$ cat src/board_pkg.sv
// Board package with input widths, payload types and OSD status bit positions
package board_pkg;

    // One game joystick word, buttons and directions
    localparam int JOYW = 10;

    // Output colour width after extension
    localparam int OUT_COLW = 8;

    // Two players, index 0 is player one
    typedef logic [1:0][JOYW-1:0] player_joy_t;

    typedef struct packed {
        logic [1:0] coin;
        logic [1:0] start;
        logic       service;
    } coin_start_t;

    // OSD status word bit positions
    localparam int ST_ROT_BIT     = 2;
    localparam int ST_FLIP_BIT    = 3;
    localparam int ST_TEST_BIT    = 4;
    localparam int ST_PAUSE_BIT   = 5;
    localparam int ST_FM_OFF_BIT  = 6;
    localparam int ST_PSG_OFF_BIT = 7;
    // FX level, 2 bits wide
    localparam int ST_FX_LSB      = 8;
    localparam int ST_BW_BIT      = 10;

endpackage

$ cat src/video_if.sv
// Pixel stream bundle with colour, sync, blanking and pixel clock enable
`timescale 1ns/1ps

interface video_if #(
    parameter int W = 5
) ();

    logic [W-1:0] r;
    logic [W-1:0] g;
    logic [W-1:0] b;
    logic         hs;
    logic         vs;
    logic         lhbl;
    logic         lvbl;
    // Pixel valid on cycles with cen high
    logic         cen;

    modport src (output r, g, b, hs, vs, lhbl, lvbl, cen);

    modport dst (input r, g, b, hs, vs, lhbl, lvbl, cen);

endinterface

$ cat src/board_dip.sv
// OSD status word and core mode decoding into registered DIP settings
`timescale 1ns/1ps

module board_dip (
    input  logic        clk_sys,
    input  logic        reset,
    input  logic [31:0] status,
    input  logic [1:0]  core_mod,
    input  logic        game_pause,
    output logic        osd_pause,
    output logic        bw_en,
    output logic [1:0]  rotate,
    output logic        dip_flip,
    output logic        dip_test,
    output logic        dip_pause,
    output logic [1:0]  dip_fxlevel,
    output logic        enable_fm,
    output logic        enable_psg
);

    import board_pkg::*;

    always_ff @(posedge clk_sys) begin
        if (reset) begin
            osd_pause   <= 1'b0;
            bw_en       <= 1'b0;
            rotate      <= 2'b00;
            dip_flip    <= 1'b0;
            dip_test    <= 1'b0;
            // Active low, so not paused
            dip_pause   <= 1'b1;
            dip_fxlevel <= 2'b00;
            enable_fm   <= 1'b0;
            enable_psg  <= 1'b0;
        end else begin
            // Vertical games only honour the OSD rotate option
            rotate      <= {status[ST_ROT_BIT] & core_mod[0], core_mod[0]};
            dip_flip    <= status[ST_FLIP_BIT] ^ core_mod[1];
            dip_test    <= status[ST_TEST_BIT];
            osd_pause   <= status[ST_PAUSE_BIT];
            enable_fm   <= ~status[ST_FM_OFF_BIT];
            enable_psg  <= ~status[ST_PSG_OFF_BIT];
            dip_fxlevel <= status[ST_FX_LSB +: 2];
            bw_en       <= status[ST_BW_BIT];
            dip_pause   <= ~game_pause;
        end
    end

endmodule

$ cat src/board_inputs.sv
// Player input polarity, frame latching, pause toggle and soft reset key
`timescale 1ns/1ps

module board_inputs #(
    parameter int ACTIVE_LOW = 1
) (
    input  logic                      clk_sys,
    input  logic                      reset,
    input  logic                      lvbl,
    input  logic [15:0]               board_joy1,
    input  logic [15:0]               board_joy2,
    input  logic [1:0]                board_coin,
    input  logic [1:0]                board_start,
    input  logic                      key_service,
    input  logic                      key_pause,
    input  logic                      key_reset,
    input  logic                      osd_pause,
    output logic [board_pkg::JOYW-1:0] game_joy1,
    output logic [board_pkg::JOYW-1:0] game_joy2,
    output logic [1:0]                game_coin,
    output logic [1:0]                game_start,
    output logic                      game_service,
    output logic                      game_pause,
    output logic                      soft_rst
);

    import board_pkg::*;

    localparam logic INV = ACTIVE_LOW != 0;

    player_joy_t joy_d;
    player_joy_t joy_init;
    player_joy_t joy_q;
    coin_start_t cs_d;
    coin_start_t cs_init;
    coin_start_t cs_q;
    logic        key_pause_l;
    logic        key_reset_l;
    logic        pause_st;

    // Board side is active high, game side takes the selected polarity
    assign joy_d[0] = board_joy1[JOYW-1:0] ^ {JOYW{INV}};
    assign joy_d[1] = board_joy2[JOYW-1:0] ^ {JOYW{INV}};
    assign joy_init = {(2 * JOYW){INV}};

    assign cs_d = '{
        coin:    board_coin ^ {2{INV}},
        start:   board_start ^ {2{INV}},
        service: key_service ^ INV
    };
    assign cs_init = {$bits(coin_start_t){INV}};

    frame_latch #(.payload_t(player_joy_t)) u_joy_latch (
        .clk_sys (clk_sys),
        .reset   (reset),
        .lvbl    (lvbl),
        .d       (joy_d),
        .init    (joy_init),
        .q       (joy_q)
    );

    frame_latch #(.payload_t(coin_start_t)) u_cs_latch (
        .clk_sys (clk_sys),
        .reset   (reset),
        .lvbl    (lvbl),
        .d       (cs_d),
        .init    (cs_init),
        .q       (cs_q)
    );

    assign game_joy1    = joy_q[0];
    assign game_joy2    = joy_q[1];
    assign game_coin    = cs_q.coin;
    assign game_start   = cs_q.start;
    assign game_service = cs_q.service;

    // Key edge detection
    always_ff @(posedge clk_sys) begin
        if (reset) begin
            key_pause_l <= 1'b0;
            key_reset_l <= 1'b0;
            pause_st    <= 1'b0;
            soft_rst    <= 1'b0;
        end else begin
            key_pause_l <= key_pause;
            key_reset_l <= key_reset;
            soft_rst    <= key_reset & ~key_reset_l;
            if (key_pause && !key_pause_l) begin
                pause_st <= ~pause_st;
            end
        end
    end

    // Either the key toggle or the OSD can hold the game
    assign game_pause = pause_st | osd_pause;

endmodule

$ cat src/board_reset.sv
// System and game reset generation with a release delay counter for each
`timescale 1ns/1ps

module board_reset #(
    parameter int RST_CYCLES = 16
) (
    input  logic clk_sys,
    input  logic reset,
    input  logic rst_req,
    input  logic pll_locked,
    input  logic downloading,
    input  logic soft_rst,
    output logic rst,
    output logic game_rst
);

    localparam int CW = $clog2(RST_CYCLES + 1);

    logic [CW-1:0] sys_cnt;
    logic [CW-1:0] game_cnt;
    logic          sys_cause;
    logic          game_cause;

    assign sys_cause  = reset | rst_req | ~pll_locked;
    // Game side also follows the system reset
    assign game_cause = sys_cause | rst | downloading | soft_rst;

    always_ff @(posedge clk_sys) begin
        if (sys_cause) begin
            sys_cnt <= CW'(RST_CYCLES);
        end else if (sys_cnt != '0) begin
            sys_cnt <= sys_cnt - 1'b1;
        end
    end

    always_ff @(posedge clk_sys) begin
        if (game_cause) begin
            game_cnt <= CW'(RST_CYCLES);
        end else if (game_cnt != '0) begin
            game_cnt <= game_cnt - 1'b1;
        end
    end

    assign rst      = sys_cnt != '0;
    assign game_rst = game_cnt != '0;

    // Game logic must never run while the system is held in reset
    a_game_covers_sys: assert property (@(posedge clk_sys) rst |-> game_rst)
        else $error("game_rst low while rst high");

endmodule

$ cat src/board_top.sv
// Arcade board wrapper top with reset, player inputs, DIP decoding and video path
`timescale 1ns/1ps

module board_top #(
    parameter int COLORW     = 4,
    parameter int ACTIVE_LOW = 1,
    parameter int RST_CYCLES = 16
) (
    input  logic                          clk_sys,
    input  logic                          reset,
    input  logic                          rst_req,
    input  logic                          pll_locked,
    input  logic                          downloading,
    output logic                          rst,
    output logic                          game_rst,
    // Player inputs
    input  logic [15:0]                   board_joy1,
    input  logic [15:0]                   board_joy2,
    input  logic [1:0]                    board_coin,
    input  logic [1:0]                    board_start,
    input  logic                          key_service,
    input  logic                          key_pause,
    input  logic                          key_reset,
    output logic [board_pkg::JOYW-1:0]     game_joy1,
    output logic [board_pkg::JOYW-1:0]     game_joy2,
    output logic [1:0]                    game_coin,
    output logic [1:0]                    game_start,
    output logic                          game_service,
    output logic                          game_pause,
    output logic                          soft_rst,
    // OSD and DIP settings
    input  logic [31:0]                   status,
    input  logic [1:0]                    core_mod,
    output logic [1:0]                    rotate,
    output logic                          dip_flip,
    output logic                          dip_test,
    output logic                          dip_pause,
    output logic [1:0]                    dip_fxlevel,
    output logic                          enable_fm,
    output logic                          enable_psg,
    // Game video
    input  logic                          pxl_cen,
    input  logic                          hs,
    input  logic                          vs,
    input  logic                          lhbl,
    input  logic                          lvbl,
    input  logic [COLORW-1:0]             r,
    input  logic [COLORW-1:0]             g,
    input  logic [COLORW-1:0]             b,
    output logic [board_pkg::OUT_COLW-1:0] video_r,
    output logic [board_pkg::OUT_COLW-1:0] video_g,
    output logic [board_pkg::OUT_COLW-1:0] video_b,
    output logic                          video_hs,
    output logic                          video_vs,
    output logic                          video_de,
    output logic                          video_cen
);

    logic osd_pause;
    logic bw_en;

    video_if #(.W(COLORW + 1)) vid ();

    board_reset #(.RST_CYCLES(RST_CYCLES)) u_reset (
        .clk_sys     (clk_sys),
        .reset       (reset),
        .rst_req     (rst_req),
        .pll_locked  (pll_locked),
        .downloading (downloading),
        .soft_rst    (soft_rst),
        .rst         (rst),
        .game_rst    (game_rst)
    );

    board_inputs #(.ACTIVE_LOW(ACTIVE_LOW)) u_inputs (
        .clk_sys      (clk_sys),
        .reset        (rst),
        .lvbl         (lvbl),
        .board_joy1   (board_joy1),
        .board_joy2   (board_joy2),
        .board_coin   (board_coin),
        .board_start  (board_start),
        .key_service  (key_service),
        .key_pause    (key_pause),
        .key_reset    (key_reset),
        .osd_pause    (osd_pause),
        .game_joy1    (game_joy1),
        .game_joy2    (game_joy2),
        .game_coin    (game_coin),
        .game_start   (game_start),
        .game_service (game_service),
        .game_pause   (game_pause),
        .soft_rst     (soft_rst)
    );

    board_dip u_dip (
        .clk_sys     (clk_sys),
        .reset       (rst),
        .status      (status),
        .core_mod    (core_mod),
        .game_pause  (game_pause),
        .osd_pause   (osd_pause),
        .bw_en       (bw_en),
        .rotate      (rotate),
        .dip_flip    (dip_flip),
        .dip_test    (dip_test),
        .dip_pause   (dip_pause),
        .dip_fxlevel (dip_fxlevel),
        .enable_fm   (enable_fm),
        .enable_psg  (enable_psg)
    );

    video_bw_filter #(.COLORW(COLORW)) u_bw_filter (
        .clk_sys (clk_sys),
        .reset   (rst),
        .pxl_cen (pxl_cen),
        .bw_en   (bw_en),
        .hs      (hs),
        .vs      (vs),
        .lhbl    (lhbl),
        .lvbl    (lvbl),
        .r       (r),
        .g       (g),
        .b       (b),
        .vid     (vid.src)
    );

    video_out #(.COLORW(COLORW)) u_video_out (
        .clk_sys (clk_sys),
        .reset   (rst),
        .vid     (vid.dst),
        .out_r   (video_r),
        .out_g   (video_g),
        .out_b   (video_b),
        .out_hs  (video_hs),
        .out_vs  (video_vs),
        .out_de  (video_de),
        .out_cen (video_cen)
    );

endmodule

$ cat src/frame_latch.sv
// Payload register loaded once per frame at the start of vertical blank
`timescale 1ns/1ps

module frame_latch #(
    parameter type payload_t = logic
) (
    input  logic     clk_sys,
    input  logic     reset,
    input  logic     lvbl,
    input  payload_t d,
    input  payload_t init,
    output payload_t q
);

    logic lvbl_l;
    logic blank_start;

    // lvbl is active low, so a falling edge starts the blank
    assign blank_start = ~lvbl & lvbl_l;

    always_ff @(posedge clk_sys) begin
        lvbl_l <= lvbl;
        if (reset) begin
            q <= init;
        end else if (blank_start) begin
            q <= d;
        end
    end

    a_hold_in_frame: assert property (@(posedge clk_sys)
        !$past(blank_start) && !$past(reset) |-> $stable(q))
        else $error("frame latch output changed outside blank start");

endmodule

$ cat src/video_bw_filter.sv
// Colour bandwidth filter, averages neighbouring pixels and adds one bit
`timescale 1ns/1ps

module video_bw_filter #(
    parameter int COLORW = 4
) (
    input  logic              clk_sys,
    input  logic              reset,
    input  logic              pxl_cen,
    input  logic              bw_en,
    input  logic              hs,
    input  logic              vs,
    input  logic              lhbl,
    input  logic              lvbl,
    input  logic [COLORW-1:0] r,
    input  logic [COLORW-1:0] g,
    input  logic [COLORW-1:0] b,
    video_if.src              vid
);

    logic [COLORW-1:0] r_l;
    logic [COLORW-1:0] g_l;
    logic [COLORW-1:0] b_l;

    // Sum of two samples, or the current one doubled to keep the scale
    function automatic logic [COLORW:0] bw_mix(
        input logic [COLORW-1:0] cur,
        input logic [COLORW-1:0] prev,
        input logic              en
    );
        return en ? ({1'b0, cur} + {1'b0, prev}) : {cur, 1'b0};
    endfunction

    always_ff @(posedge clk_sys) begin
        if (reset) begin
            r_l      <= '0;
            g_l      <= '0;
            b_l      <= '0;
            vid.r    <= '0;
            vid.g    <= '0;
            vid.b    <= '0;
            vid.hs   <= 1'b0;
            vid.vs   <= 1'b0;
            vid.lhbl <= 1'b0;
            vid.lvbl <= 1'b0;
        end else if (pxl_cen) begin
            r_l      <= r;
            g_l      <= g;
            b_l      <= b;
            vid.r    <= bw_mix(r, r_l, bw_en);
            vid.g    <= bw_mix(g, g_l, bw_en);
            vid.b    <= bw_mix(b, b_l, bw_en);
            // Sync and blank stay aligned with the filtered colour
            vid.hs   <= hs;
            vid.vs   <= vs;
            vid.lhbl <= lhbl;
            vid.lvbl <= lvbl;
        end
    end

    assign vid.cen = pxl_cen;

endmodule

$ cat src/video_out.sv
// Colour extension to 8 bits and data enable for the video output
`timescale 1ns/1ps

module video_out #(
    parameter int COLORW = 4
) (
    input  logic                          clk_sys,
    input  logic                          reset,
    video_if.dst                          vid,
    output logic [board_pkg::OUT_COLW-1:0] out_r,
    output logic [board_pkg::OUT_COLW-1:0] out_g,
    output logic [board_pkg::OUT_COLW-1:0] out_b,
    output logic                          out_hs,
    output logic                          out_vs,
    output logic                          out_de,
    output logic                          out_cen
);

    import board_pkg::*;

    // Filtered colour carries one extra bit
    localparam int CW = COLORW + 1;

    logic lvbl_r;

    // Repeat the value from the MSB down until the output is full
    function automatic logic [OUT_COLW-1:0] extend8(input logic [CW-1:0] a);
        logic [OUT_COLW-1:0] v;
        for (int i = 0; i < OUT_COLW; i++) begin
            v[OUT_COLW-1-i] = a[CW-1-(i % CW)];
        end
        return v;
    endfunction

    always_ff @(posedge clk_sys) begin
        if (reset) begin
            out_r   <= '0;
            out_g   <= '0;
            out_b   <= '0;
            out_hs  <= 1'b0;
            out_vs  <= 1'b0;
            out_de  <= 1'b0;
            lvbl_r  <= 1'b0;
            out_cen <= 1'b0;
        end else begin
            out_cen <= vid.cen;
            if (vid.cen) begin
                out_r  <= extend8(vid.r);
                out_g  <= extend8(vid.g);
                out_b  <= extend8(vid.b);
                out_hs <= vid.hs;
                out_vs <= vid.vs;
                out_de <= vid.lhbl & vid.lvbl;
                lvbl_r <= vid.lvbl;
            end
        end
    end

    a_de_in_active: assert property (@(posedge clk_sys) disable iff (reset)
        out_de |-> lvbl_r)
        else $error("out_de high during vertical blank");

endmodule
$ cat config.mk
export PLATFORM = sky130hd
export DESIGN_NAME = board_top
export DESIGN_NICKNAME = d
export VERILOG_FILES = /design/src/board_pkg.sv /design/src/video_if.sv /design/src/board_dip.sv /design/src/board_inputs.sv /design/src/board_reset.sv /design/src/board_top.sv /design/src/frame_latch.sv /design/src/video_bw_filter.sv /design/src/video_out.sv
export SDC_FILE = /design/constraint.sdc
export NUM_CORES = 1
export LEC_CHECK = 0
export ABC_AREA = 0
export CORE_AREA = 2 2 96 98
export CTS_CLUSTER_DIAMETER = 150
export DETAILED_ROUTE_END_ITERATION = 6
export DIE_AREA = 0 0 98 100
export DONT_BUFFER_PORTS = 1
export GPL_TIMING_DRIVEN = 0
export PLACE_DENSITY = 0.7
export SYNTH_ARGS = -nofsm -noshare
export SYNTH_HDL_FRONTEND = slang
export SYNTH_SLANG_ARGS = --single-unit
export TNS_END_PERCENT = 50
$ cat constraint.sdc
create_clock -name clk_sys -period 2.6 [get_ports clk_sys]
set_clock_uncertainty 0.2 [all_clocks]
set_input_delay 0.52 -clock clk_sys [delete_from_list [all_inputs] [get_ports clk_sys]]
set_output_delay 0.52 -clock clk_sys [all_outputs]
set_load 0.03 [all_outputs]
# Yosys cells after proc, flatten, opt, wreduce, memory -nomap -nowiden
# Cells that the tools add are included.
[op_classes]
add_sub_neg = 5
n_mul = 0
n_div = 0
magnitude_cmp = 0
n_eq_ne = 0
shifts = 0
n_mux = 3
bitwise_logic = 23
reduce_logical = 4
[ops]
columns = ["cell", "n"]
rows = [
  ["NOT 10 bit", 2],
  ["adder 4 x 4 -> 5 bit", 3],
  ["two-way mux 5 bit", 3],
  ["nonzero test 5 bit", 2],
  ["subtractor 5 x 1 -> 5 bit, second input constant", 2],
  ["NOT 1 bit", 8],
  ["bitwise OR 1 bit", 6],
  ["bitwise AND 1 bit", 4],
  ["NOT 2 bit", 2],
  ["logical AND 1 bit", 1],
  ["logical NOT 1 bit", 1],
  ["XOR 1 bit", 1],
]
[word_totals]
reg_bits = 110
latch_bits = 0
ram_bits = 0
romBits = 0
in_bits = 95
out_inout_bits = 66
wordCells = 73
memories = 0

# Depth between registers and ports, before layout
# Gate-level depths: netlist of the first run.
[depth]
ltp_word = 5
depth_mapped = 8
ltp_nobuf = 7

# Modules after synthesis
# A second synthesis of the first run with hierarchy kept.
[hier_totals]
cells_unflattened = 420
area_unflattened_um2 = 4599.4
[by_module_without_submodules]
columns = ["mod", "instances", "cells_each", "area_per_inst_um2", "seq_area_each_um2"]
rows = [
  ["video_bw_filter", 1, 179, 1621.6, 620.6],
  ["frame_latch (u_inputs.u_joy_latch)", 1, 45, 950.9, 620.6],
  ["video_out", 1, 70, 739.5, 380.4],
  ["board_reset", 1, 50, 467.9, 200.2],
  ["board_dip", 1, 24, 309.0, 220.2],
  ["frame_latch (u_inputs.u_cs_latch)", 1, 14, 269.0, 170.2],
  ["board_inputs", 1, 38, 241.5, 80.1],
]

# Worst setup path before layout of the first run
# Ideal clock, no wire load.
[synth_path]
kind = "flip-flop to output port"
startpoint = "reg u_reset.sys_cnt[0]"
endpoint = "out rst"
arrival_time_ns = 1.657
t_required_ns = 1.880
slack_ns = 0.223
path_stages_with_launch = 8
path_buffers = 2
cell_sequence = "dfxtp_1 > inv_1 > ha_1 > or3b_4 > nor2_4 > inv_2 > clkbuf_1 > clkbuf_1"
[synth_via]
elab_chain_cells = 1
[synth_rtl]
columns = ["item", "line", "text"]
rows = [
  ["start: declaration", "board_reset.sv:19", "logic [CW-1:0] sys_cnt;"],
  ["start signal: assignment", "board_reset.sv:30", "sys_cnt <= CW'(RST_CYCLES);"],
  ["start signal: assignment", "board_reset.sv:32", "sys_cnt <= sys_cnt - 1'b1;"],
  ["nonzero test 5 bit", "board_reset.sv:44", "assign rst = sys_cnt != '0;"],
  ["end: declaration", "board_top.sv:14", "output logic rst,"],
]
# No other way between the ends.

# Final worst setup path of the first run
# Ends and elaborated chain as after synthesis.

==> results.md, run 1 <==
Flow run:
- The number of maximum-capacitance violations is 0.

Clock network:
- The CTS tree is built.
- Post-CTS timing repair inserted 0 buffers for setup.
- Clock tree synthesis inserted a total of 9 buffers.
- The clock tree root driver cell is sky130_fd_sc_hd__clkbuf_8.
- The clock reaches the later pin of the worst-skew pair after 0.37 ns.
- Clock-pin slew was measured on the worst setup and hold paths at around 0.11 ns.
- The clock sink count is approximately 100.
- The maximum buffer depth of the clock tree is 2.
- The H-tree was split into 3 levels.

Worst setup path:
- The cell depth of the worst flop-to-flop path is 7.
- In this run the worst path has a maximum fanout of 12.
- At the worst endpoint, the required time is between 1.5 and 2 ns.
- The signal on the critical path passes through inv_1 -> ha_1 -> or3b_4 -> nor2_4 -> inv_4 -> clkbuf_8.
- The kind of end point of the critical path is an output port.
- At the worst endpoint, the arrival time is between 1.5 and 2 ns.
- The critical path is of the flop to output port type.
- STA classifies the critical path startpoint as a flop.
- On the critical path, the stage with the largest delay is an instance of sky130_fd_sc_hd__or3b_4.
- The delay of the slowest cell on the worst path is 0.41 ns.

Final layout:
- The final non-filler cell total is 540.
- The relative area change from synthesis to final layout is 9.23%.
- Leaving out fill and tap cells, the most frequent cells in the layout are 101 x sky130_fd_sc_hd__dfxtp_1, 51 x sky130_fd_sc_hd__nor2_1, 43 x sky130_fd_sc_hd__nand2_1, 36 x sky130_fd_sc_hd__mux2i_1, 25 x sky130_fd_sc_hd__o211ai_1.
- Cells with a size suffix above 1 make up slightly below 9% of the layout.
- The most common library cell in the layout ignoring fill and taps is sky130_fd_sc_hd__dfxtp_1.
- At the end of the flow, the number of nets in the layout was ~540.
- The antenna cell count is 0.

Placement:
- Routability-driven placement finished with a final weighted congestion of 0.821.
- The wire-length estimate of the detail-placed layout is 6.33 mm.
- The number of placed instances, taps included is 525.
- Input and output buffers added on the ports amount to 0.

Yosys:
- The number of register bits inferred by synthesis is 101.
- The cell count after synthesis came out at 414.
- Sequential cells were found to cover between 50% and 60% of the synthesized design area.
- The count of flip-flops with a built-in enable after synthesis is 0.
- The number of nets in the synthesized netlist is around 530.
- The mapped netlist covers 3970 um2.
- By area the synthesized netlist is led by sky130_fd_sc_hd__dfxtp_1 51%, sky130_fd_sc_hd__mux2i_1 9.1%, sky130_fd_sc_hd__nor2_1 4.9%.
- In the synthesized netlist the dominant register cell turns out to be sky130_fd_sc_hd__dfxtp_1.
- The share of synthesized area in the top cell type comes to 50.9%.
- Summed over all instances, the cell type with the most area after synthesis is sky130_fd_sc_hd__dfxtp_1.
- The mean instance size in the synthesized netlist is roughly 9.6 um2.
- The unique cell type count in the Yosys netlist is 34.
- The Yosys step of the flow raised 0 warnings.
- The share of flip-flops with an asynchronous set or reset is 0%.

Die:
- The core region is 8890 um2.
- The floorplan die height is roughly 100 um.
- In this run the horizontal extent of the chip is 98 um.
- The floorplan has 35 rows.
- For this design the top-level I/O count stands at between 150 and 200.
- The floorplan step defined a die boundary enclosing approximately 9800 um2.
- The effective utilization at floorplan is 44.7%.

Global routing:
- Summed over all layers, the global routing overflow is 0.
- Entering global routing, the biggest net connects 19 pins.
- The global-route wire length before repair is 13.9 mm.
- Global routing used 17.8% of the available tracks.
- The initial antenna violation count was 0.
- The number of global-route vias before repair is 2889.

Detailed routing:
- The first detailed-routing pass took 4 iterations.
- The detailed router finished its first iteration with 73 violations.
- Using the TritonRoute via totals, the vias-per-cell ratio works out to 5.32.
- The via count is 2875.
- The detailed-route wire length per cell is roughly 16 um.
- The number of design rule violations left after detail routing is 0.
- The final layout contains routed wiring with a total length of 8.50 mm.
- The number of nets with antenna violations after routing is 0.

Pwr:
- The worst-case IR drop observed on VDD is 282 uV.
- The static leakage power is 0.00174 uW.
- The completed layout was analyzed and its total power is 2800 uW.
- The power density relative to cell area is 645 nW/um2.

Timing:
- The total of endpoints with negative setup slack in the final report is 0.
- Setup repair after global routing could not meet its margin everywhere.
- The minimum period implied by the final worst setup slack is 2.54 ns.
- The count of pins over their slew limit was 0.
- The highest clock rate is 0.394 GHz.
- The aggregate negative setup slack is 0 ns.
- The worst-margin pin slew is ~0.82 ns.
- After layout, the worst path uses 97.6% of the clock period.
- The hold violation count in the final report came to 0.
- The worst slew margin relative to its limit is 45.1%.

Min path:
- The tightest min-delay check is of the input pin to flop type.
- Counting instances, the worst hold path has a depth of 1.

Status:
- The run finished with clean final reports.
-- cell usage after synthesis, types with 3 or more instances --
cell	n
sky130_fd_sc_hd__o211ai_1	25
sky130_fd_sc_hd__mux2i_1	36
sky130_fd_sc_hd__nand3_1	6
sky130_fd_sc_hd__nand2_1	43
sky130_fd_sc_hd__ha_1	14
sky130_fd_sc_hd__buf_4	9
sky130_fd_sc_hd__fa_1	3
sky130_fd_sc_hd__a21oi_1	19
sky130_fd_sc_hd__inv_1	18
sky130_fd_sc_hd__and2_1	9
sky130_fd_sc_hd__a31o_2	3
sky130_fd_sc_hd__dfxtp_1	101
sky130_fd_sc_hd__a211oi_1	4
sky130_fd_sc_hd__o21ai_0	6
sky130_fd_sc_hd__clkbuf_1	24
sky130_fd_sc_hd__nor2b_1	5
sky130_fd_sc_hd__nor2_1	52
sky130_fd_sc_hd__xnor2_1	11
sky130_fd_sc_hd__nor3_1	6
sky130_fd_sc_hd__a21o_1	3
-- power by group --
group	switching [uW]	internal [uW]	leakage (uW)
clock network	555	459	0.000103
logic	110	72.4	0.000822
registers	31.7	1570	0.000817
-- final timing paths --
check / from / endpoint / slack, ns
max: u_reset.sys_cnt[0] / rst / 0.06
min reg2reg: u_inputs.key_reset_l / u_inputs.soft_rst / 0.19
max reg2reg: u_reset.sys_cnt[0] / u_inputs.u_joy_latch.q[2] / 0.20
min: status[7] / u_dip.enable_psg / 0.02
-- stage by stage --
stage          hold WS [ns]  instance area [um2]  setup WS, ns  utilization [%]
2_1_floorplan         0.167                 3970         0.223                -
3_3_place_gp          0.172                 4110       -0.0830             46.2
3_5_place_dp          0.175                 4110       -0.0830             46.2
4_1_cts             0.00608                 4330        0.0176             48.7
5_1_grt             0.00810                 4340       -0.0255             48.8
6_report             0.0241                 4340        0.0625             48.8
-- area by class of cell --
type / instances / area, um2
Clock inverter: 6 / 76.3
Multi-Input combinational cell: 261 / 1730
Timing Repair Buffer: 1 / 10.0
Clock buffer: 9 / 124
Tap cell: 111 / 139
Fill cell: 859 / 4550
Buffer: 32 / 165
Sequential cell: 101 / 2020
Inverter: 19 / 73.8
-- worst max-delay path: cells and delay by family, from the launching register on --
family | cells | cell delay (ns)
and+or+nand+nor | 2 | 0.56
buffers and inverters | 3 | 0.39
DFF | 1 | 0.33
adders and majority gates | 1 | 0.18
-- routing by layer --
layer / routed length [um] / up-vias / GRT usage (%)
met1: 3540 / 1338 / 20.9
met3: 809 / 14 / 6.27
met2: 3940 / 118 / 29.5
met5: 0 / - / 0
met4: 208 / 0 / 7.69
li1: - / 1405 / -
-- kinds of logic (layout without fill, tap and decap cells) --
kind of cell / Yosys count / in the layout / synth area share [%]
adder cells (fa/ha/maj): 17 / 17 / 5.92
XOR/XNOR: 11 / 11 / 2.43
AND/OR/NAND/NOR: 130 / 130 / 14.6
multiplexers: 36 / 36 / 9.07
AO/OA/AOI/OAI: 67 / 67 / 11.3
buffers and inverters: 52 / 67 / 5.77
flip-flops: 101 / 101 / 50.9
-- repair_timing --
item                                   CTS  global route
endpoints found under the hold margin    1             0
setup endpoints to repair                2             2
hold buffers                             1             0
gates resized for setup                  5             4
pin swaps                                0             0
-- registers in the layout, indices dropped and copies added, names as in the netlist, 2 cells and up --
name,flops
u_inputs.u_joy_latch.q,20
u_bw_filter.vid.b,5
u_bw_filter.vid.g,5
u_bw_filter.vid.r,5
u_inputs.u_cs_latch.q,5
u_reset.game_cnt,5
u_reset.sys_cnt,5
u_video_out.out_b,5
u_video_out.out_g,5
u_video_out.out_r,5
u_bw_filter.b_l,4
u_bw_filter.g_l,4
u_bw_filter.r_l,4
u_dip.dip_fxlevel,2
u_dip.rotate,2
No activity file was read; power rests on OpenSTA's default activity.
==> run 2, diff against run 1 <==
--- a/config.mk
+++ b/config.mk
@@ -6,13 +6,13 @@
 export NUM_CORES = 1
 export LEC_CHECK = 0
 export ABC_AREA = 0
+export BUFFER_PORTS_ARGS = -buffer_cell sky130_fd_sc_hd__buf_2
 export CORE_AREA = 2 2 96 98
 export CTS_CLUSTER_DIAMETER = 150
 export DETAILED_ROUTE_END_ITERATION = 6
 export DIE_AREA = 0 0 98 100
-export DONT_BUFFER_PORTS = 1
 export GPL_TIMING_DRIVEN = 0
-export PLACE_DENSITY = 0.7
+export PLACE_DENSITY = 0.86
 export SYNTH_ARGS = -nofsm -noshare
 export SYNTH_HDL_FRONTEND = slang
 export SYNTH_SLANG_ARGS = --single-unit
==> run 2 against run 1 <==
  * Wire length rose by 6.6%
  * First-iteration DRC count rose by 8.2%
  * Sequential power barely moved
  * Critical path type unchanged
==> results.md, run 2 (synthesized netlist as in run 1, its figures left out) <==
Status:
- The run finished with clean final reports.

Worst setup path:
- The startpoint identified for the worst register-to-register timing path is u_reset.sys_cnt[0].
- The worst path arrival time is ~1.8 ns.
- Setup slack on the worst reg-to-reg path comes out at 0.21 ns.
- Of all nets on the critical path, the largest fanout is 10.
- STA puts the critical path data required time at 1.88 ns.
- The most critical setup path has its endpoint at rst.
- The endpoint of the lowest-slack register-to-register path is u_reset.game_cnt[2].
- The type of element launching the critical path is a flop.
- STA classifies the critical path endpoint as an output port.
- The startpoint of the worst setup timing path is u_reset.sys_cnt[0].
- The kind of critical path is flop to output port.
- The cell depth of the worst flop-to-flop path is 8.

Min path:
- In this run the worst hold path is classified as input pin to flop.

Timing:
- The worst slew margin relative to its limit is 46.0%.
- The portion of the clock cycle consumed by the worst path in the final layout is 97.4%.
- The highest clock rate is between 0.3 and 0.4 GHz.
- Hold timing on the final database bottoms out at a slack of 0.0893 ns.
- Setup repair after global routing could not meet its margin everywhere.
- The total of endpoints with negative setup slack in the final report is 0.
- The count of pins over their slew limit is 0.
- At the pin with the least slew margin, the transition time is roughly 0.81 ns.
- The aggregate negative setup slack is 0 ns.
- The hold violation count in the final report is 0.
- The minimum period implied by the final worst setup slack is approximately 2.5 ns.

Die:
- The die area is 9800 um2.
- In this run the core area contains 35 standard-cell rows.
- In this run the horizontal extent of the chip is 98 um.
- The boundary pin count is 161.
- The area of the placeable core is 8890 um2.
- The die is 100 um tall.
- The effective utilization at floorplan is 44.7%.

Detailed routing:
- For this block, the routed nets add up to 9.06 mm of wire.
- The routed layout has around 3300 vias.
- In the final routed layout, each cell accounts on average for around 14 um.
- The post-detailed-route via-to-cell ratio is 5.01.
- The number of nets with antenna violations after routing is 0.
- The violation count after the first detailed-route iteration is a little under 80.
- The first detailed-routing pass ran for 5 iterations.
- For this run, design rule violations remaining after detail routing come to 0.

Final layout:
- The share of the core filled with cells is a little under three fifths.
- The filler cell count is 801.
- The finished cells cover 4990 um2.
- The ratio of cells with drive above 1 in the final layout is 30.6%.
- The most common library cell in the layout ignoring fill and taps is sky130_fd_sc_hd__buf_2.
- The library cells used most frequently in the layout, excluding fill and tap cells, are 124 x sky130_fd_sc_hd__buf_2, 100 x sky130_fd_sc_hd__dfxtp_1, 51 x sky130_fd_sc_hd__nor2_1, 43 x sky130_fd_sc_hd__nand2_1, 36 x sky130_fd_sc_hd__mux2i_1.
- The flip-flop count of the largest register, all copies and words added is 20.
- u_inputs.u_joy_latch.q holds more flip-flops than any other register.
- For this run, the number of standard cells in the final layout without fillers is around 670.
- Relative to the synthesized area, the layout overhead comes to 25.6%.
- The final layout contains between 600 and 700 nets.
- 0 antenna diodes ended up in the layout.

Pwr:
- Net switching is 25.9% of the power.
- The proportion of power drawn by combinational gates is 9.6%.
- The worst voltage drop across the vdd grid is 366 uV.
- For this design the static power due to leakage is roughly 0.0023 uW.
- The share of total power in the clock network is between 30% and 40%.
- In this run the power density over the cells is about 560 nW/um2.
- The switching power total is 723 uW.
- The relative contribution of sequential cells to total power is 56.5%.
- The internal portion of the total power is 2070 uW.

Clock network:
- Clock-pin slew was measured on the worst setup and hold paths at ~0.10 ns.
- TritonCTS built the clock tree.
- The root buffer cell chosen for the clock tree is sky130_fd_sc_hd__clkbuf_8.
- The maximum buffer depth of the clock tree is 2.
- The total CTS buffers is 9.
- The H-tree depth is 3.
- For this design, the sink count on the clock tree is 101.
- The quantity of hold-fixing buffers added after cts is 0.
- The insertion delay to the later sink of the worst-skew pair is 0.36 ns.

Global routing:
- The initial antenna violation count is 0.
- The number of global-route vias before repair is 3251.
- Entering global routing, the biggest net connects 19 pins.
- The first global-routing pass estimated 14.8 mm of wire.
- The overall track demand over capacity in global routing is 18.7%.
- Summed over all layers, the global routing overflow is 0.

Placement:
- The estimated wirelength of the detail-placed design is 6.85 mm.
- In this run, placement finished with an instance count of between 600 and 700.
- Routability-driven placement finished with a final weighted congestion of 0.871.
- In this run the cell area measured after placement is 4740 um2.
- Buffers placed on the I/O ports in this run total around 130.

Flow run:
- The number of maximum-capacitance violations is 0.
## run 2: cell count changes in the layout (fill, tap and decap cells not counted), sizes merged
cell,change
clkbuf,+1
clkinvlp,+1
buf,+127
dlygate4sd3,-1
inv,-1
clkinv,+1
bufinv,-1
## run 2: power by group through the flow
stage	clock [uW]	sequential (uW)	combinational, uW
after floorplan	0	1630	143
after global placement	0	1620	250
after detailed placement	0	1620	259
after CTS	980	1580	265
after global routing	1040	1580	295
final	948	1580	267
## run 2: through the flow
stage	setup WS (ns)	total power, uW
floorplan	0.223	1780
global placement	-0.103	1870
detailed placement	-0.115	1880
CTS	0.0132	2830
global route	-0.0134	2920
finish	0.0681	2800
## run 2: worst min path at each step
stage,startpoint,endpoint,slack [ns],cells past startpoint
global route,lvbl,u_inputs.u_joy_latch.lvbl_l,0.06,1
detailed placement,u_inputs.key_reset_l,u_inputs.soft_rst,0.18,1
CTS,lvbl,u_inputs.u_joy_latch.lvbl_l,0.07,1
floorplan,u_inputs.key_reset_l,u_inputs.soft_rst,0.17,1
finish,lvbl,u_inputs.u_joy_latch.lvbl_l,0.09,1
global placement,u_inputs.key_reset_l,u_inputs.soft_rst,0.17,1
## run 2: metal layers
metal  wire length [um]  GRT usage, %
met2               4310          32.1
met3                806          6.96
met5                  0             0
met1               3760          21.3
met4                187          7.37
## run 2: layout make-up
| cell class | count | area (um2) | area share (%) |
|---|---|---|---|
| sequential | 101 | 2020 | 40.6 |
| clock inverter | 6 | 53.8 | 1.08 |
| buffer | 32 | 166 | 3.34 |
| inverter | 19 | 73.8 | 1.48 |
| timing repair buffer | 127 | 647 | 13.0 |
| multi-input combinational | 261 | 1750 | 35.0 |
| tap | 111 | 139 | 2.79 |
| clock buffer | 10 | 138 | 2.76 |
## run 2: worst max-delay path, stage by stage (launching register included)
cell and delay [ns]:
sky130_fd_sc_hd__dfxtp_2 0.34, sky130_fd_sc_hd__inv_2 0.08, sky130_fd_sc_hd__ha_4 0.14, sky130_fd_sc_hd__or3b_4 0.39
sky130_fd_sc_hd__nor2_4 0.13, sky130_fd_sc_hd__inv_4 0.06, sky130_fd_sc_hd__clkbuf_8 0.16, sky130_fd_sc_hd__buf_6 0.14
## run 2: what timing repair did
action,4_1_cts,5_1_grt
buffers inserted,2,0
pin swaps,1,1
gates resized for setup,12,6
endpoints found under the setup margin,2,22
==> run 3, diff against run 2 <==
--- a/config.mk
+++ b/config.mk
@@ -5,14 +5,14 @@
 export SDC_FILE = /design/constraint.sdc
 export NUM_CORES = 1
 export LEC_CHECK = 0
-export ABC_AREA = 0
+export ABC_AREA = 1
 export BUFFER_PORTS_ARGS = -buffer_cell sky130_fd_sc_hd__buf_2
-export CORE_AREA = 2 2 96 98
+export CORE_AREA = 2 2 97 99
 export CTS_CLUSTER_DIAMETER = 150
 export DETAILED_ROUTE_END_ITERATION = 6
-export DIE_AREA = 0 0 98 100
+export DIE_AREA = 0 0 99 101
 export GPL_TIMING_DRIVEN = 0
-export PLACE_DENSITY = 0.86
+export PLACE_DENSITY = 0.85
 export SYNTH_ARGS = -nofsm -noshare
 export SYNTH_HDL_FRONTEND = slang
 export SYNTH_SLANG_ARGS = --single-unit
==> constraint.sdc (replaced) <==
create_clock -name clk_sys -period 2.9 [get_ports clk_sys]
set_clock_uncertainty 0.2 [all_clocks]
set_input_delay 0.58 -clock clk_sys [delete_from_list [all_inputs] [get_ports clk_sys]]
set_output_delay 0.58 -clock clk_sys [all_outputs]
set_load 0.03 [all_outputs]
==> run 3 against run 2 <==
  * Clock-buffer cell count is 1 higher
  * Flip-flop and latch count stayed put
  * Critical path depth is 1 higher
  * Worst hold slack better by 0.058 ns
  * Worst setup slack better by 0.25 ns
  * Wire length is 8.6% higher
  * Global-route usage is 0.77 points higher
  * Largest cell class unchanged
  * Cell count is 12% higher
==> results.md, run 3 <==
Worst setup path:
- Of all nets on the critical path, the largest fanout is 10.
- The critical path goes through inv_1 -> ha_1 -> nand2_1 -> nor2_2 -> inv_2 -> buf_6 -> buf_6 -> buf_2.
- For flop-to-flop paths, the worst setup slack is 0.99 ns.
- For the worst setup path, the data arrival time is 1.80 ns.
- In this design, the critical path's most frequently occurring cell is sky130_fd_sc_hd__buf_6.
- Data on the critical path is required at its endpoint by 2.12 ns.
- The cell with the largest stage delay on the worst path is sky130_fd_sc_hd__dfxtp_1.
- The type of element launching the critical path is a flop.
- The delay of the slowest cell on the worst path is 0.34 ns.
- The kind of critical path is flop to output port.
- The kind of end point of the critical path is an output port.

Pwr:
- The worst voltage drop across the vdd grid is 255 uV.
- The static leakage power is 0.00238 uW.
- Total power for the finished layout comes to around 2600 uW.
- Dividing total power by cell area gives a power density of 520 nW/um2.

Yosys:
- The mean instance size in the synthesized netlist is 8.11 um2.
- The share of flip-flops with an asynchronous set or reset is 0%.
- The fraction of synthesized cell area taken by the top area cell type is 50.3%.
- The commonest cells after synthesis are 138 x sky130_fd_sc_hd__nand2_1, 101 x sky130_fd_sc_hd__dfxtp_1, 55 x sky130_fd_sc_hd__a21oi_1, 45 x sky130_fd_sc_hd__inv_1, 34 x sky130_fd_sc_hd__nor2_1.
- The number of cells produced by synthesis is 496.
- Among all cell types in the netlist, the one instantiated most often is sky130_fd_sc_hd__nand2_1.
- The library cell occupying the most area in the post-synthesis netlist is sky130_fd_sc_hd__dfxtp_1.
- The post-synthesis sequential area ratio is about half.
- The count of flip-flops with a built-in enable after synthesis is 0.
- For this run, the leading register cell type out of synthesis is sky130_fd_sc_hd__dfxtp_1.
- The total standard cell area after synthesis is approximately 4000 um2.
- The post-synthesis net count is 608.
- The number of register bits inferred by synthesis is approximately 100.
- The unique cell type count in the Yosys netlist is 23.
- By area the synthesized netlist is led by sky130_fd_sc_hd__dfxtp_1 50%, sky130_fd_sc_hd__nand2_1 13%, sky130_fd_sc_hd__a21oi_1 6.8%.
- The number of warnings printed during yosys synthesis is 0.

Clock network:
- The number of hold buffers added after CTS was 0.
- The clock reaches the later pin of the worst-skew pair after 0.37 ns.
- The maximum buffer depth of the clock tree is 2.
- The clock tree root driver cell is sky130_fd_sc_hd__clkbuf_8.
- After clock tree synthesis, the clock-pin slew on the worst setup and hold paths is around 0.090 ns.
- The H-tree depth is 3.
- TritonCTS created 9 clock buffers.
- The tree built by TritonCTS fans out to 101 sinks.
- Once the clock tree was built, the setup fixing pass inserted 0 buffers.
- TritonCTS built the clock tree.
- The count of instances resized after the clock tree is built is 0.

Final layout:
- Counting flops per register, the top entry is u_inputs.u_joy_latch.q.
- The post-route netlist has 26.9% of its cells at a drive strength greater than 1.
- The post-layout instance area is about 5000 um2.
- In the layout the commonest cells are 138 x sky130_fd_sc_hd__nand2_1, 133 x sky130_fd_sc_hd__buf_2, 101 x sky130_fd_sc_hd__dfxtp_1, 55 x sky130_fd_sc_hd__a21oi_1, 45 x sky130_fd_sc_hd__inv_1.
- The total number of nets in the final design is 743.
- The relative area change from synthesis to final layout is 24.3%.
- After filler insertion, the fill cell instance count of the layout stands at 805.
- The most common library cell in the layout ignoring fill and taps is sky130_fd_sc_hd__nand2_1.
- The antenna cell count is 0.
- The flip-flop count of the largest register, all copies and words added is 20.

Global routing:
- The initial antenna violation count is 0.
- The remaining global-route overflow is 0.
- The overall track demand over capacity in global routing is 19.5%.
- The global-route wire length before repair is 15.8 mm.
- The number of global-route vias before repair is 3547.
- The pin count of the biggest net entering global routing is 18.

Timing:
- Timing would allow up to just under 0.4 GHz.
- The portion of the clock cycle consumed by the worst path in the final layout is 89.1%.
- The worst setup margin is 0.315 ns.
- The total of endpoints with negative setup slack in the final report is 0.
- In the final timing run, aggregate negative setup slack is 0 ns.
- Setup repair after global routing left no endpoint under its margin.
- For the pin with the worst max-slew slack, the measured transition is 0.450 ns.
- The hold violation count in the final report is 0.
- The count of pins over their slew limit is 0.
- The worst slew margin relative to its limit is 70.0%.
- The minimum period implied by the final worst setup slack is around 2.6 ns.

Status:
- The flow ran to the end, and the final reports show no timing, DRC or antenna violations.

Detailed routing:
- Using the TritonRoute via totals, the vias-per-cell ratio works out to 4.92.
- After detailed routing, the number of remaining DRC violations is 0.
- In the final routed layout, each cell accounts on average for 13.2 um.
- The violation count after the first detailed-route iteration is 220.
- In this run the remaining antenna-violating nets after routing total 0.
- The first-pass iteration count of the detailed router is 5.
- The total wire length after detailed routing is 9.84 mm.
- The detailed router placed 3672 vias in this run.

Die:
- The die is 99 um wide.
- For this configuration, the core starts out at a cell density of 44.8%.
- The boundary pin count is around 160.
- The die covers around 10000 um2.
- In this run the core area contains 35 standard-cell rows.
- The area of the placeable core is 8980 um2.
- The floorplan die height is 101 um.

Placement:
- The placer's final routability congestion estimate is 0.926.
- The post-detailed-placement cell area is about 4800 um2.
- Port buffering added 124 buffers.
- Prior to clock tree synthesis, the placed netlist has a worst setup slack of just over 0.7 ns.
- Detailed placement finished with a half-perimeter wire length of around 7.5 mm.

Min path:
- The worst hold path belongs to the class input pin to flop.

Flow run:
- The number of maximum-capacitance violations is 0.
[run 3: stage by stage]
stage                     utilization (%)  hold slack (ns)  cells
after floorplan                         -            0.173    496
after global placement               53.3            0.178    731
after detailed placement             53.3            0.192    731
after CTS                            55.7            0.135    747
after global routing                 55.7            0.130    747
final                                55.7            0.147    747
[run 3: routing by layer]
layer	vias up	track usage [%]	wire [um]	share of wire (%)
met1	1655	22.9	3970	40
met4	0	8.43	226	2.3
met5	-	0	0	0
li1	1849	-	-	-
met2	141	33.2	4950	50
met3	27	5.83	690	7.0
[run 3: area by class of cell]
cell class	count	area (um2)	area share, %
flip-flops and latches	101	2020	40.5
repair buffers	124	621	12.4
clock inverters	5	65.1	1.30
plain buffers	35	210	4.21
clock buffers	11	151	3.03
well taps	111	139	2.78
inverters	47	176	3.53
multi-input cells	313	1610	32.3
[run 3: where the power goes]
group	internal (uW)	total, uW	switching [uW]
clock	455	951	496
combinational	87.7	234	147
sequential	1410	1420	9.66
[run 3: cells by family (layout without fill, tap and decap cells)]
family                     count (synthesis)  in the layout  synth area share (%)
adders and majority gates                 17             17                  5.85
buffers and inverters                     82            222                  9.61
and+or+nand+nor                          191            191                  18.7
DFF                                      101            101                  50.3
xor gates and xnor gates                   9              9                  1.96
AOI/OAI and AO/OA                         96             96                  13.6
[run 3: final timing paths]
check	startpoint	to	depth (start not counted)
setup reg to reg	u_bw_filter.b_l[0]	u_bw_filter.vid.b[4]	8
hold reg to reg	u_inputs.key_reset_l	u_inputs.soft_rst	1
hold / removal	lvbl	u_inputs.u_joy_latch.lvbl_l	1
setup / recovery	u_reset.sys_cnt[0]	rst	8
[run 3: critical path: cells and delay by family (launching register included)]
kind / cells / cell delay (ns)
AND/OR/NAND/NOR: 2 / 0.16
flip-flops: 1 / 0.34
adder cells (fa/ha/maj): 1 / 0.23
buffers and inverters: 5 / 0.70
